$ cat src/uart_link_params.svh
// Shared constants for the serial command link
// Command codes, default bit timing and parity, LED pin levels

`ifndef UART_LINK_PARAMS_SVH
`define UART_LINK_PARAMS_SVH

// Command bytes from the host
`define UART_LINK_CMD_TOGGLE 8'h9D  // Lights red
`define UART_LINK_CMD_ACK    8'h3C  // Lights green

// Serial timing, 48 MHz clock at 6 Mbaud
`define UART_LINK_CLKS_PER_BIT 8

// 0 = no parity bit, 1 = even parity
`define UART_LINK_PARITY 1'b0

// Board LEDs are active low
`define UART_LINK_LED_ON  1'b0
`define UART_LINK_LED_OFF 1'b1

`endif
$ cat src/uart_link_pkg.sv
// Types shared by the receiver, transmitter and command handler
// Byte, bit index and clock counter widths, FSM state encodings

package uart_link_pkg;

    typedef logic [7:0]  uart_byte_t;   // One data byte on the line
    typedef logic [3:0]  bit_count_t;   // Bit index inside a frame
    typedef logic [15:0] clk_count_t;   // Clocks elapsed inside one bit

    // Receiver FSM
    typedef enum logic [2:0] {
        rx_idle,                        // Line high, waiting for a falling edge
        rx_start,                       // Confirming start bit at half a bit
        rx_data,                        // Eight data bits, LSB first
        rx_parity,                      // Optional even parity bit
        rx_stop                         // Stop bit must read 1
    } rx_state_t;

    // Transmitter FSM
    typedef enum logic [2:0] {
        tx_idle,
        tx_start,
        tx_data,
        tx_parity,
        tx_stop
    } tx_state_t;

endpackage

$ cat src/uart_link_top.sv
// Top level of the serial command link
// Receiver, command handler and transmitter wired together

`include "uart_link_params.svh"

module uart_link_top #(
    parameter int CLKS_PER_BIT = `UART_LINK_CLKS_PER_BIT,
    parameter int PARITY       = `UART_LINK_PARITY
) (
    input  logic clk,
    input  logic reset,
    input  logic rx,
    output logic tx,
    output logic led_red,
    output logic led_green,
    output logic led_blue
);

    uart_link_pkg::uart_byte_t rx_byte;     // Receiver to handler
    logic                      rx_done;
    logic                      frame_error;
    uart_link_pkg::uart_byte_t tx_byte;     // Handler to transmitter
    logic                      start_tx;
    logic                      tx_busy;

    // ******************************
    // Serial in
    // ******************************

    uart_rx #(
        .CLKS_PER_BIT(CLKS_PER_BIT),
        .PARITY      (PARITY)
    ) rx_i (
        .clk        (clk),
        .reset      (reset),
        .rx         (rx),
        .rx_byte    (rx_byte),
        .rx_done    (rx_done),
        .frame_error(frame_error)
    );

    command_handler handler_i (
        .clk        (clk),
        .reset      (reset),
        .rx_byte    (rx_byte),
        .rx_done    (rx_done),
        .frame_error(frame_error),
        .tx_busy    (tx_busy),
        .tx_byte    (tx_byte),
        .start_tx   (start_tx),
        .led_red    (led_red),
        .led_green  (led_green),
        .led_blue   (led_blue)
    );

    // Replies go back on the same link settings
    uart_tx #(
        .CLKS_PER_BIT(CLKS_PER_BIT),
        .PARITY      (PARITY)
    ) tx_i (
        .clk     (clk),
        .reset   (reset),
        .tx_byte (tx_byte),
        .start_tx(start_tx),
        .tx      (tx),
        .tx_busy (tx_busy)
    );

endmodule

$ cat src/command_handler.sv
// Command decoder for received bytes, LED drive and reply counter
// One-entry pending slot holds a reply while the transmitter is busy

`include "uart_link_params.svh"

module command_handler (
    input  logic                      clk,
    input  logic                      reset,
    input  uart_link_pkg::uart_byte_t rx_byte,
    input  logic                      rx_done,
    input  logic                      frame_error,
    input  logic                      tx_busy,
    output uart_link_pkg::uart_byte_t tx_byte,
    output logic                      start_tx,
    output logic                      led_red,
    output logic                      led_green,
    output logic                      led_blue
);

    uart_link_pkg::uart_byte_t reply_cnt;   // Last reply value sent or queued
    uart_link_pkg::uart_byte_t next_cnt;    // Wraps FF to 00
    logic                      new_reply;   // Good byte that is not a command
    logic                      pending;     // tx_byte waits for the transmitter

    // ******************************
    // Decode
    // ******************************

    assign new_reply = rx_done
                    && (rx_byte != `UART_LINK_CMD_TOGGLE)
                    && (rx_byte != `UART_LINK_CMD_ACK);
    assign next_cnt  = reply_cnt + 1'b1;

    // Fires in the first cycle the transmitter is free
    assign start_tx  = pending && !tx_busy;

    always_ff @(posedge clk) begin
        if (reset) begin
            led_red   <= `UART_LINK_LED_OFF;
            led_green <= `UART_LINK_LED_OFF;
            led_blue  <= `UART_LINK_LED_OFF;
            reply_cnt <= '0;
            pending   <= 1'b0;
        end else begin
            if (rx_done) begin
                led_blue <= `UART_LINK_LED_OFF;   // Any good frame clears the error
                case (rx_byte)
                    `UART_LINK_CMD_TOGGLE: begin
                        led_red   <= `UART_LINK_LED_ON;
                        led_green <= `UART_LINK_LED_OFF;
                    end
                    `UART_LINK_CMD_ACK: begin
                        led_red   <= `UART_LINK_LED_OFF;
                        led_green <= `UART_LINK_LED_ON;
                    end
                    default: begin
                        led_red   <= `UART_LINK_LED_OFF;
                        led_green <= `UART_LINK_LED_OFF;
                        reply_cnt <= next_cnt;
                    end
                endcase
            end
            if (frame_error)
                led_blue <= `UART_LINK_LED_ON;    // Red, green and counter untouched

            // A new reply wins over the handoff in the same cycle
            if (new_reply)
                pending <= 1'b1;
            else if (start_tx)
                pending <= 1'b0;
        end
    end

    // Reply byte, newer value overwrites one still waiting
    always_ff @(posedge clk) begin
        if (new_reply)
            tx_byte <= next_cnt;
    end

    // busy rises the cycle after start, which closes the pulse
    handler_start_single: assert property (
        @(posedge clk) disable iff (reset) start_tx |=> !start_tx
    );

endmodule

$ cat src/uart_tx.sv
// UART transmitter, start bit, 8 data bits LSB first, optional even parity, stop bit
// Busy level covers the whole frame

`include "uart_link_params.svh"

module uart_tx #(
    parameter int CLKS_PER_BIT = `UART_LINK_CLKS_PER_BIT,
    parameter int PARITY       = `UART_LINK_PARITY
) (
    input  logic                      clk,
    input  logic                      reset,
    input  uart_link_pkg::uart_byte_t tx_byte,
    input  logic                      start_tx,
    output logic                      tx,
    output logic                      tx_busy
);

    localparam uart_link_pkg::clk_count_t BIT_LAST =
        uart_link_pkg::clk_count_t'(CLKS_PER_BIT - 1);
    localparam uart_link_pkg::bit_count_t LAST_DATA_BIT = uart_link_pkg::bit_count_t'(7);

    uart_link_pkg::tx_state_t  state;
    uart_link_pkg::clk_count_t clk_cnt;     // Clocks inside current bit
    uart_link_pkg::bit_count_t bit_idx;
    uart_link_pkg::uart_byte_t shift_reg;   // Bit 0 is on the line during data
    logic                      parity_bit;  // Even parity of the latched byte

    // ******************************
    // Frame FSM
    // ******************************

    // tx is registered and loaded with the next bit on every transition,
    // so each bit starts exactly on a state change
    always_ff @(posedge clk) begin
        if (reset) begin
            state   <= uart_link_pkg::tx_idle;
            clk_cnt <= '0;
            bit_idx <= '0;
            tx      <= 1'b1;                // Idle line
            tx_busy <= 1'b0;
        end else begin
            case (state)
                uart_link_pkg::tx_idle: begin
                    clk_cnt <= '0;
                    bit_idx <= '0;
                    if (start_tx) begin
                        tx      <= 1'b0;    // Start bit from the next cycle
                        tx_busy <= 1'b1;
                        state   <= uart_link_pkg::tx_start;
                    end
                end
                uart_link_pkg::tx_start: begin
                    if (clk_cnt == BIT_LAST) begin
                        clk_cnt <= '0;
                        tx      <= shift_reg[0];
                        state   <= uart_link_pkg::tx_data;
                    end else begin
                        clk_cnt <= clk_cnt + 1'b1;
                    end
                end
                uart_link_pkg::tx_data: begin
                    if (clk_cnt == BIT_LAST) begin
                        clk_cnt <= '0;
                        if (bit_idx == LAST_DATA_BIT) begin
                            tx    <= (PARITY != 0) ? parity_bit : 1'b1;
                            state <= (PARITY != 0) ? uart_link_pkg::tx_parity
                                                   : uart_link_pkg::tx_stop;
                        end else begin
                            bit_idx <= bit_idx + 1'b1;
                            tx      <= shift_reg[1];      // Next bit before the shift
                        end
                    end else begin
                        clk_cnt <= clk_cnt + 1'b1;
                    end
                end
                uart_link_pkg::tx_parity: begin
                    if (clk_cnt == BIT_LAST) begin
                        clk_cnt <= '0;
                        tx      <= 1'b1;    // Stop bit
                        state   <= uart_link_pkg::tx_stop;
                    end else begin
                        clk_cnt <= clk_cnt + 1'b1;
                    end
                end
                uart_link_pkg::tx_stop: begin
                    if (clk_cnt == BIT_LAST) begin
                        clk_cnt <= '0;
                        tx_busy <= 1'b0;    // Low in the cycle after the stop bit
                        state   <= uart_link_pkg::tx_idle;
                    end else begin
                        clk_cnt <= clk_cnt + 1'b1;
                    end
                end
                default: state <= uart_link_pkg::tx_idle;
            endcase
        end
    end

    // Data path, latched on start and shifted once per data bit
    always_ff @(posedge clk) begin
        if (state == uart_link_pkg::tx_idle && start_tx) begin
            shift_reg  <= tx_byte;
            parity_bit <= ^tx_byte;
        end else if (state == uart_link_pkg::tx_data && clk_cnt == BIT_LAST) begin
            shift_reg  <= {1'b0, shift_reg[7:1]};
        end
    end

    // Handler must wait for the previous frame to finish
    tx_no_start_when_busy: assert property (
        @(posedge clk) disable iff (reset) start_tx |-> !tx_busy
    );

    tx_idle_line_high: assert property (
        @(posedge clk) disable iff (reset) (state == uart_link_pkg::tx_idle) |-> tx
    );

endmodule

$ cat src/uart_rx.sv
// UART receiver with a 2-flop line synchronizer and mid-bit sampling
// Optional even parity, stop bit check, good byte or frame error strobe

`include "uart_link_params.svh"

module uart_rx #(
    parameter int CLKS_PER_BIT = `UART_LINK_CLKS_PER_BIT,
    parameter int PARITY       = `UART_LINK_PARITY
) (
    input  logic                      clk,
    input  logic                      reset,
    input  logic                      rx,
    output uart_link_pkg::uart_byte_t rx_byte,
    output logic                      rx_done,
    output logic                      frame_error
);

    // Sample points inside a bit
    localparam uart_link_pkg::clk_count_t HALF_BIT =
        uart_link_pkg::clk_count_t'((CLKS_PER_BIT - 1) / 2);
    localparam uart_link_pkg::clk_count_t BIT_LAST =
        uart_link_pkg::clk_count_t'(CLKS_PER_BIT - 1);
    localparam uart_link_pkg::bit_count_t LAST_DATA_BIT = uart_link_pkg::bit_count_t'(7);

    logic                      rx_meta;     // First synchronizer stage
    logic                      rx_sync;     // Line as seen by the FSM
    uart_link_pkg::rx_state_t  state;
    uart_link_pkg::clk_count_t clk_cnt;     // Clocks inside current bit
    uart_link_pkg::bit_count_t bit_idx;     // Data bit index
    uart_link_pkg::uart_byte_t shift_reg;   // Data bits shift in from the top
    logic                      parity_acc;  // XOR of data bits seen so far
    logic                      parity_bad;  // Parity bit disagreed

    // ******************************
    // Line synchronizer
    // ******************************

    always_ff @(posedge clk) begin
        if (reset) begin
            rx_meta <= 1'b1;                // Line idles high
            rx_sync <= 1'b1;
        end else begin
            rx_meta <= rx;
            rx_sync <= rx_meta;
        end
    end

    // ******************************
    // Frame FSM
    // ******************************

    always_ff @(posedge clk) begin
        if (reset) begin
            state       <= uart_link_pkg::rx_idle;
            clk_cnt     <= '0;
            bit_idx     <= '0;
            parity_acc  <= 1'b0;
            parity_bad  <= 1'b0;
            rx_done     <= 1'b0;
            frame_error <= 1'b0;
        end else begin
            rx_done     <= 1'b0;            // Strobes last one cycle
            frame_error <= 1'b0;
            case (state)
                uart_link_pkg::rx_idle: begin
                    clk_cnt    <= '0;
                    bit_idx    <= '0;
                    parity_acc <= 1'b0;
                    parity_bad <= 1'b0;
                    if (!rx_sync)           // Falling edge, possible start bit
                        state <= uart_link_pkg::rx_start;
                end
                uart_link_pkg::rx_start: begin
                    if (clk_cnt == HALF_BIT) begin
                        clk_cnt <= '0;      // From here on, each full bit lands mid-bit
                        // A glitch shorter than half a bit drops back to idle
                        state   <= rx_sync ? uart_link_pkg::rx_idle : uart_link_pkg::rx_data;
                    end else begin
                        clk_cnt <= clk_cnt + 1'b1;
                    end
                end
                uart_link_pkg::rx_data: begin
                    if (clk_cnt == BIT_LAST) begin
                        clk_cnt    <= '0;
                        shift_reg  <= {rx_sync, shift_reg[7:1]};  // LSB first
                        parity_acc <= parity_acc ^ rx_sync;
                        if (bit_idx == LAST_DATA_BIT) begin
                            bit_idx <= '0;
                            state   <= (PARITY != 0) ? uart_link_pkg::rx_parity
                                                     : uart_link_pkg::rx_stop;
                        end else begin
                            bit_idx <= bit_idx + 1'b1;
                        end
                    end else begin
                        clk_cnt <= clk_cnt + 1'b1;
                    end
                end
                uart_link_pkg::rx_parity: begin
                    if (clk_cnt == BIT_LAST) begin
                        clk_cnt    <= '0;
                        parity_bad <= rx_sync ^ parity_acc;  // Even parity over data
                        state      <= uart_link_pkg::rx_stop;
                    end else begin
                        clk_cnt <= clk_cnt + 1'b1;
                    end
                end
                uart_link_pkg::rx_stop: begin
                    if (clk_cnt == BIT_LAST) begin
                        clk_cnt     <= '0;
                        rx_done     <= rx_sync && !parity_bad;
                        frame_error <= !rx_sync || parity_bad;
                        // Back to idle at mid stop bit, next start edge is caught
                        state       <= uart_link_pkg::rx_idle;
                    end else begin
                        clk_cnt <= clk_cnt + 1'b1;
                    end
                end
                default: state <= uart_link_pkg::rx_idle;
            endcase
        end
    end

    // Shift register holds still until the next frame's first data bit
    assign rx_byte = shift_reg;

    // A frame ends in exactly one of the two strobes
    rx_strobes_exclusive: assert property (
        @(posedge clk) disable iff (reset) !(rx_done && frame_error)
    );

endmodule

$ cat config.mk
export PLATFORM = sky130hd
export DESIGN_NAME = uart_link_top
export DESIGN_NICKNAME = d
export VERILOG_FILES = /design/src/uart_link_pkg.sv /design/src/uart_link_top.sv /design/src/command_handler.sv /design/src/uart_tx.sv /design/src/uart_rx.sv
export VERILOG_INCLUDE_DIRS = /design/src /design/src/src
export SDC_FILE = /design/constraint.sdc
export NUM_CORES = 1
export LEC_CHECK = 0
export BUFFER_PORTS_ARGS = -buffer_cell sky130_fd_sc_hd__buf_2
export CORE_MARGIN = 2
export CORE_UTILIZATION = 45
export CTS_CLUSTER_SIZE = 24
export DETAILED_ROUTE_END_ITERATION = 16
export MAX_ROUTING_LAYER = met4
export PLACE_DENSITY = 0.68
export SETUP_SLACK_MARGIN = 0.05
export SLEW_MARGIN = 20
export SYNTH_ARGS = -nofsm -noshare
export SYNTH_HDL_FRONTEND = slang
export SYNTH_SLANG_ARGS = --single-unit
$ cat constraint.sdc
create_clock -name clk -period 3.2 [get_ports clk]
set_clock_uncertainty 0.15 [all_clocks]
set_input_delay 0.16 -clock clk [delete_from_list [all_inputs] [get_ports clk]]
set_output_delay 0.16 -clock clk [all_outputs]
set_load 0.02 [all_outputs]
# After elaboration in Yosys (flattened, before gate mapping)

Cells that the tools add are included.

Flip-flop bits (word level): 90
Input bits: 3
Output and inout port bits: 4

$add $sub $neg: 5
Eq/ne operators: 30
Muxes and demuxes: 45
Bitwise operators: 5
Reductions and logical operators: 35

Operators by type and width:

| cell                  | number |
|---|---|
| $mux 16               | 3 |
| $pmux 16 s3           | 1 |
| $mux 3                | 12 |
| $add 16x1->16 const B | 2 |
| $eq 16x3->1 const B   | 2 |
| $pmux 16 s2           | 1 |
| $pmux 3 s5            | 2 |
| $ne 2x1->1 const B    | 11 |
| $eq 16x2->1 const B   | 1 |
| $mux 4                | 4 |
| $mux 8                | 2 |
| $pmux 4 s2            | 2 |
| $reduce_bool 2->1     | 8 |
| $mux 1                | 13 |
| $eq 3x2->1 const B    | 4 |
| $reduce_and 6->1      | 2 |
| $reduce_and 3->1      | 3 |
| $add 4x1->4 const B   | 2 |
| $add 8x1->8 const B   | 1 |
| $eq 4x3->1 const B    | 2 |
| $eq 8x6->1 const B    | 1 |
| $eq 8x8->1 const B    | 1 |
| $ne 8x6->1 const B    | 1 |
| $ne 8x8->1 const B    | 1 |
| other kinds (19)      | 38 |

# Logic depth before layout (Yosys ltp)

Word-level depth: 4
Mapped depth: 7
Mapped depth without buffers: 6

# By module

From an unflattened synthesis, not the netlist that was laid out.

Cell total of the unflattened synthesis: 511
Area total of the unflattened synthesis: 4702.0 µm²

Modules (own cells, without submodules):

| module          | instances | cells an instance | area an instance (µm²) | sequential area each (µm²) |
|---|---|---|---|---|
| uart_rx         | 1         | 232               | 2030.7                 | 820.8 |
| uart_tx         | 1         | 192               | 1785.5                 | 740.7 |
| command_handler | 1         | 87                | 885.8                  | 480.5 |

# Least setup slack after synthesis

Ideal clock, no wire load.

Path type: register to register
From: reg tx_i.clk_cnt[0]
To: reg tx_i.shift_reg[0] (enable)
Library setup time: 0.384 ns
Data arrival time: 1.780 ns
Data required time: 2.666 ns
Slack: 0.886 ns
Cell stages (with the launch flop): 5
Buffers on the path: 0
Period minus slack after synthesis: 2.314 ns
Path through: dfxtp_1 > ha_1 > nor4bb_1 > nand4_1 > o21ai_0

Word-level cells in the longest chain between the ends: 3

RTL lines:

| element                     | line           | source |
|---|---|---|
| start, declared             | uart_tx.sv:23  | `uart_link_pkg::clk_count_t clk_cnt;` |
| start signal, assigned      | uart_tx.sv:58  | `clk_cnt <= clk_cnt + 1'b1;` |
| start signal, assigned      | uart_tx.sv:73  | `clk_cnt <= clk_cnt + 1'b1;` |
| start signal, assigned      | uart_tx.sv:82  | `clk_cnt <= clk_cnt + 1'b1;` |
| $eq 16x3->1                 | uart_tx.sv:104 | `end else if (state == uart_link_pkg::tx_data && clk_cnt == BIT_LAST) begin` |
| $logic_and 1x1->1           | uart_tx.sv:104 |  |
| $reduce_bool 2->1 (no line) | n/a            |  |
| end signal, assigned        | uart_tx.sv:102 | `shift_reg <= tx_byte;` |
| end signal, assigned        | uart_tx.sv:105 | `shift_reg <= {1'b0, shift_reg[7:1]};` |
| end, declared               | uart_tx.sv:25  | `uart_link_pkg::uart_byte_t shift_reg;` |

No other way between the ends.
A chain may end at the register's enable or synchronous reset.

# Final worst setup path

From: reg tx_i.clk_cnt[0]
To: reg tx_i.clk_cnt[6]

Word-level cells in the longest chain between the ends: 3
Elaborated cells between the ends (all ways): 4

RTL lines:

| element                                      | line          | source |
|---|---|---|
| $add 16x1->16 or $eq 16x3->1 (tied branches) | n/a           |  |
| $mux 16 *                                    | n/a           |  |
| $pmux 16 s2 *                                | uart_tx.sv:42 | `case (state)` |

Every way passes the cells marked *; elsewhere a longest branch is shown, timed or not.

==> out/summary.md <==
### Outcome
- completed — status

### Floorplan
- 103 µm — DIE HEIGHT
- 103 µm — Die W
- 45.8% — initial cell density of the core
- 7 — I/O pins
- 10600 µm² — Die Outline Area
- 36 — std cell rows
- 9640 µm² — core box area

### Route
- 154 — first-iteration detailed-routing DRC count
- 0 — Antenna Nets Post-Route
- 0 — Residual DRC
- 4 — first-pass iteration count of the detailed router
- 3398 — number of vias in the routed layout
- 13.7 µm — WL/cell
- 5.56 — routed vias/inst
- 8.40 mm — aggregate routed wire length

### Setup path
- 6 — total number of cells along the worst setup path
- 20 — Critical Path Fanout Max
- simple AND/OR/NAND/NOR gates — category of cells accounting for the largest share of critical-path delay
- ha_1, nor4bb_1, and4_1, nor2_2, o21ai_0, a311oi_1 — cells traversed along the worst timing path
- tx_i.clk_cnt[0] — Reg2Reg Launch Point
- 0.68 ns — FF-to-FF setup slack
- flop — category of the worst setup path launch point
- nor2_2 — cell at the slowest stage of the critical path
- reg2reg — critical path class
- flop — type of destination of the critical path
- tx_i.clk_cnt[0] — crit path launch
- tx_i.clk_cnt[6] — endpoint of the worst setup timing path
- 6 — cell depth of the worst flop-to-flop path
- 0 — count of buffer and inverter cells on the critical path
- 2.64 ns — data arrival time at the worst-slack endpoint
- 0.63 ns — stage delay of the slowest cell on the critical path
- 3.32 ns — CP Data Required Time
- tx_i.clk_cnt[6] — worst r2r dst

### STA
- no — unrepaired setup endpoints after global routing
- 0 — final number of max-transition violations
- 51.1% — worst slew slack as a fraction of its limit
- 0 — final-report setup violation count
- 0 ns — total negative slack for setup checks
- 0 — Hold Violations, Final
- 0.733 ns — pin slew with the least headroom to its limit
- 78.9% — period utilisation layout
- 0.396 GHz — highest achievable clock rate
- 2.52 ns — Period minus WS final

### Clocking
- 9 — number of CTS-inserted buffers
- 2 — buffer levels on the longest clock path
- 0 — post-cts repair resize count
- done — clock tree from TritonCTS
- 1 — number of hold buffers added after CTS
- 3 — number of levels the H-tree was split into
- 0.36 ns — Worst-Skew Late Latency
- 0 — setup bufs post-CTS
- clkbuf_8 — Clk Tree Root Cell
- 0.09 ns — clock-pin slew of the registers on the worst-case setup and hold paths
- 90 — TritonCTS sink count

### Logic synthesis
- 0% — async set-or-reset flop fraction in the synthesized netlist
- 16.7% — Compound-Gate Fraction of Synth Area
- 1.42% — post-synthesis adder-cell area fraction
- 46.3% — sequential-to-total area share from yosys stat
- 9.29 µm² — synthesized area per cell
- 2.47% — share of cell area taken by muxes after synthesis
- 69 — number of distinct library cells after synthesis
- 26.2% — Synth Area in Simple Gates
- simple AND/OR/NAND/NOR gates — dominant combinational cell family by area after synthesis
- 475 — Synth Instances
- 90 — Seq cells post-synth
- 24 — count of flip-flops with a built-in enable after synthesis
- dfxtp_1 — most used flip-flop cell after synthesis
- 3.18% — share of the synthesized netlist area taken by xor and xnor gates
- 483 — net count after synthesis
- 0 — count of synthesis-stage warnings from yosys
- 4410 µm² — total standard cell area after synthesis

### Global routing
- 35 — pin count of the biggest net entering global routing
- 2928 — via count of the first global-routing pass
- 0 — initial antenna violation count
- 13.9 mm — global-route wire length before repair
- 0 — aggregate global routing overflow
- 17.0% — global router's overall resource usage

### Power
- 8.6% — logic gate share of total power
- 2150 µW — Final Total Pwr
- 1550 µW — Pint
- 599 µW — net switching component of the power
- 0.263 mV — Peak supply drop
- 35.0% — clock group share of total power
- 27.9% — sw frac
- 56.4% — portion of total power attributed to sequential cells
- 455 nW/µm² — power per unit of standard cell area
- 0.00157 µW — leakage power

### Placed design
- 0.836 — last weighted congestion value of the routability-driven placer
- 5.69 mm — HPWL Detailed
- 6 — number of input and output port buffers inserted

### Final layout
- 2210 µm² — area taken by multi-input logic gates
- dfxtp_1 — most frequent standard cell in the layout excluding fill and tap cells
- 6.95% — layout overhead on the synthesized area
- 2040 µm² — footprint of the flip-flops and latches
- 66 x dfxtp_1, 41 x nor2_1, 39 x nand2_1, 31 x nand3_1, 28 x a21oi_1 — most frequent cells in the layout
- 480 — nets@finish
- rx_i.clk_cnt x16, tx_i.clk_cnt x16 — largest registers
- 10.7% — layout cell share with drive strength beyond 1
- 945 — number of fill cells

### Hold path
- in2reg — kind of path behind the tightest hold check

### Run
- 0 — total of max-cap violations

-- power by group through the flow --
stage	Clock, µW	Combinational, µW	Sequential (µW)
2_1_floorplan	0	164	1220
3_3_place_gp	0	180	1240
3_5_place_dp	0	184	1240
4_1_cts	774	186	1210
5_1_grt	824	208	1220
6_report	752	186	1210
-- per-stage QoR --
stage          instances  hold WS (ns)  worst slack, ns  instance area (µm²)  util, %
2_1_floorplan        475         0.114            0.886                 4410        -
3_3_place_gp         593         0.196            0.531                 4510     46.8
3_5_place_dp         593         0.202            0.433                 4510     46.8
4_1_cts              610        0.0470            0.363                 4710     48.9
5_1_grt              610        0.0418            0.459                 4720     48.9
6_report             611        0.0543            0.676                 4720     48.9
-- cells in the mapped netlist, types with 6 or more instances --
library cell	count	share of area, %
xor2_1	11	2.2
clkbuf_1	14	1.2
nand2_1	39	3.3
mux2_2	7	1.8
o21ai_0	27	3.1
nor3_1	15	1.7
nor2b_1	6	0.85
nor2_1	42	3.6
and3_1	16	2.3
a311oi_1	10	2.0
nand3_1	31	3.5
nand4_1	9	1.3
inv_1	9	0.77
nand3b_1	7	1.2
a21oi_1	28	3.2
a31oi_1	6	0.85
dfxtp_1	66	30
edfxtp_1	24	16
-- how the worst min path moves through the flow --
stage                     start              end  slack [ns]  cells after the start
after global placement       rx     rx_i.rx_meta        0.20                      2
final                     reset  rx_i.clk_cnt[1]        0.05                      2
after floorplan              rx     rx_i.rx_meta        0.11                      1
after CTS                 reset  rx_i.clk_cnt[1]        0.05                      2
after global routing      reset  rx_i.clk_cnt[1]        0.04                      2
after detailed placement     rx     rx_i.rx_meta        0.20                      2
-- cell type report --
| cell class | instances | share of cell area (%) |
|---|---|---|
| Clock inverter | 7 | 1.51 |
| Clock buffer | 9 | 2.63 |
| Multi-Input combinational cell | 351 | 46.8 |
| Timing Repair Buffer | 11 | 1.49 |
| Antenna cell | 1 | 0.0530 |
| Sequential cell | 90 | 43.3 |
| Inverter | 9 | 0.716 |
| Tap cell | 133 | 3.53 |
-- routing by layer --
| metal | GRT usage, % | vias up | routed length, µm |
|---|---|---|---|
| met1 | 23.0 | 1584 | 4210 |
| met3 | 4.68 | 5 | 232 |
| li1 | - | 1769 | - |
| met4 | 4.55 | 0 | 84 |
| met2 | 24.9 | 40 | 3880 |
| met5 | - | - | 0 |
-- kinds of logic after synthesis --
family	after synthesis
AND/OR/NAND/NOR	210
AO/OA/AOI/OAI	110
adder cells (fa/ha/maj)	5
buffers and inverters	34
multiplexers	10
XOR/XNOR	16
flip-flops	90
Power figures use the tool's default switching activity.
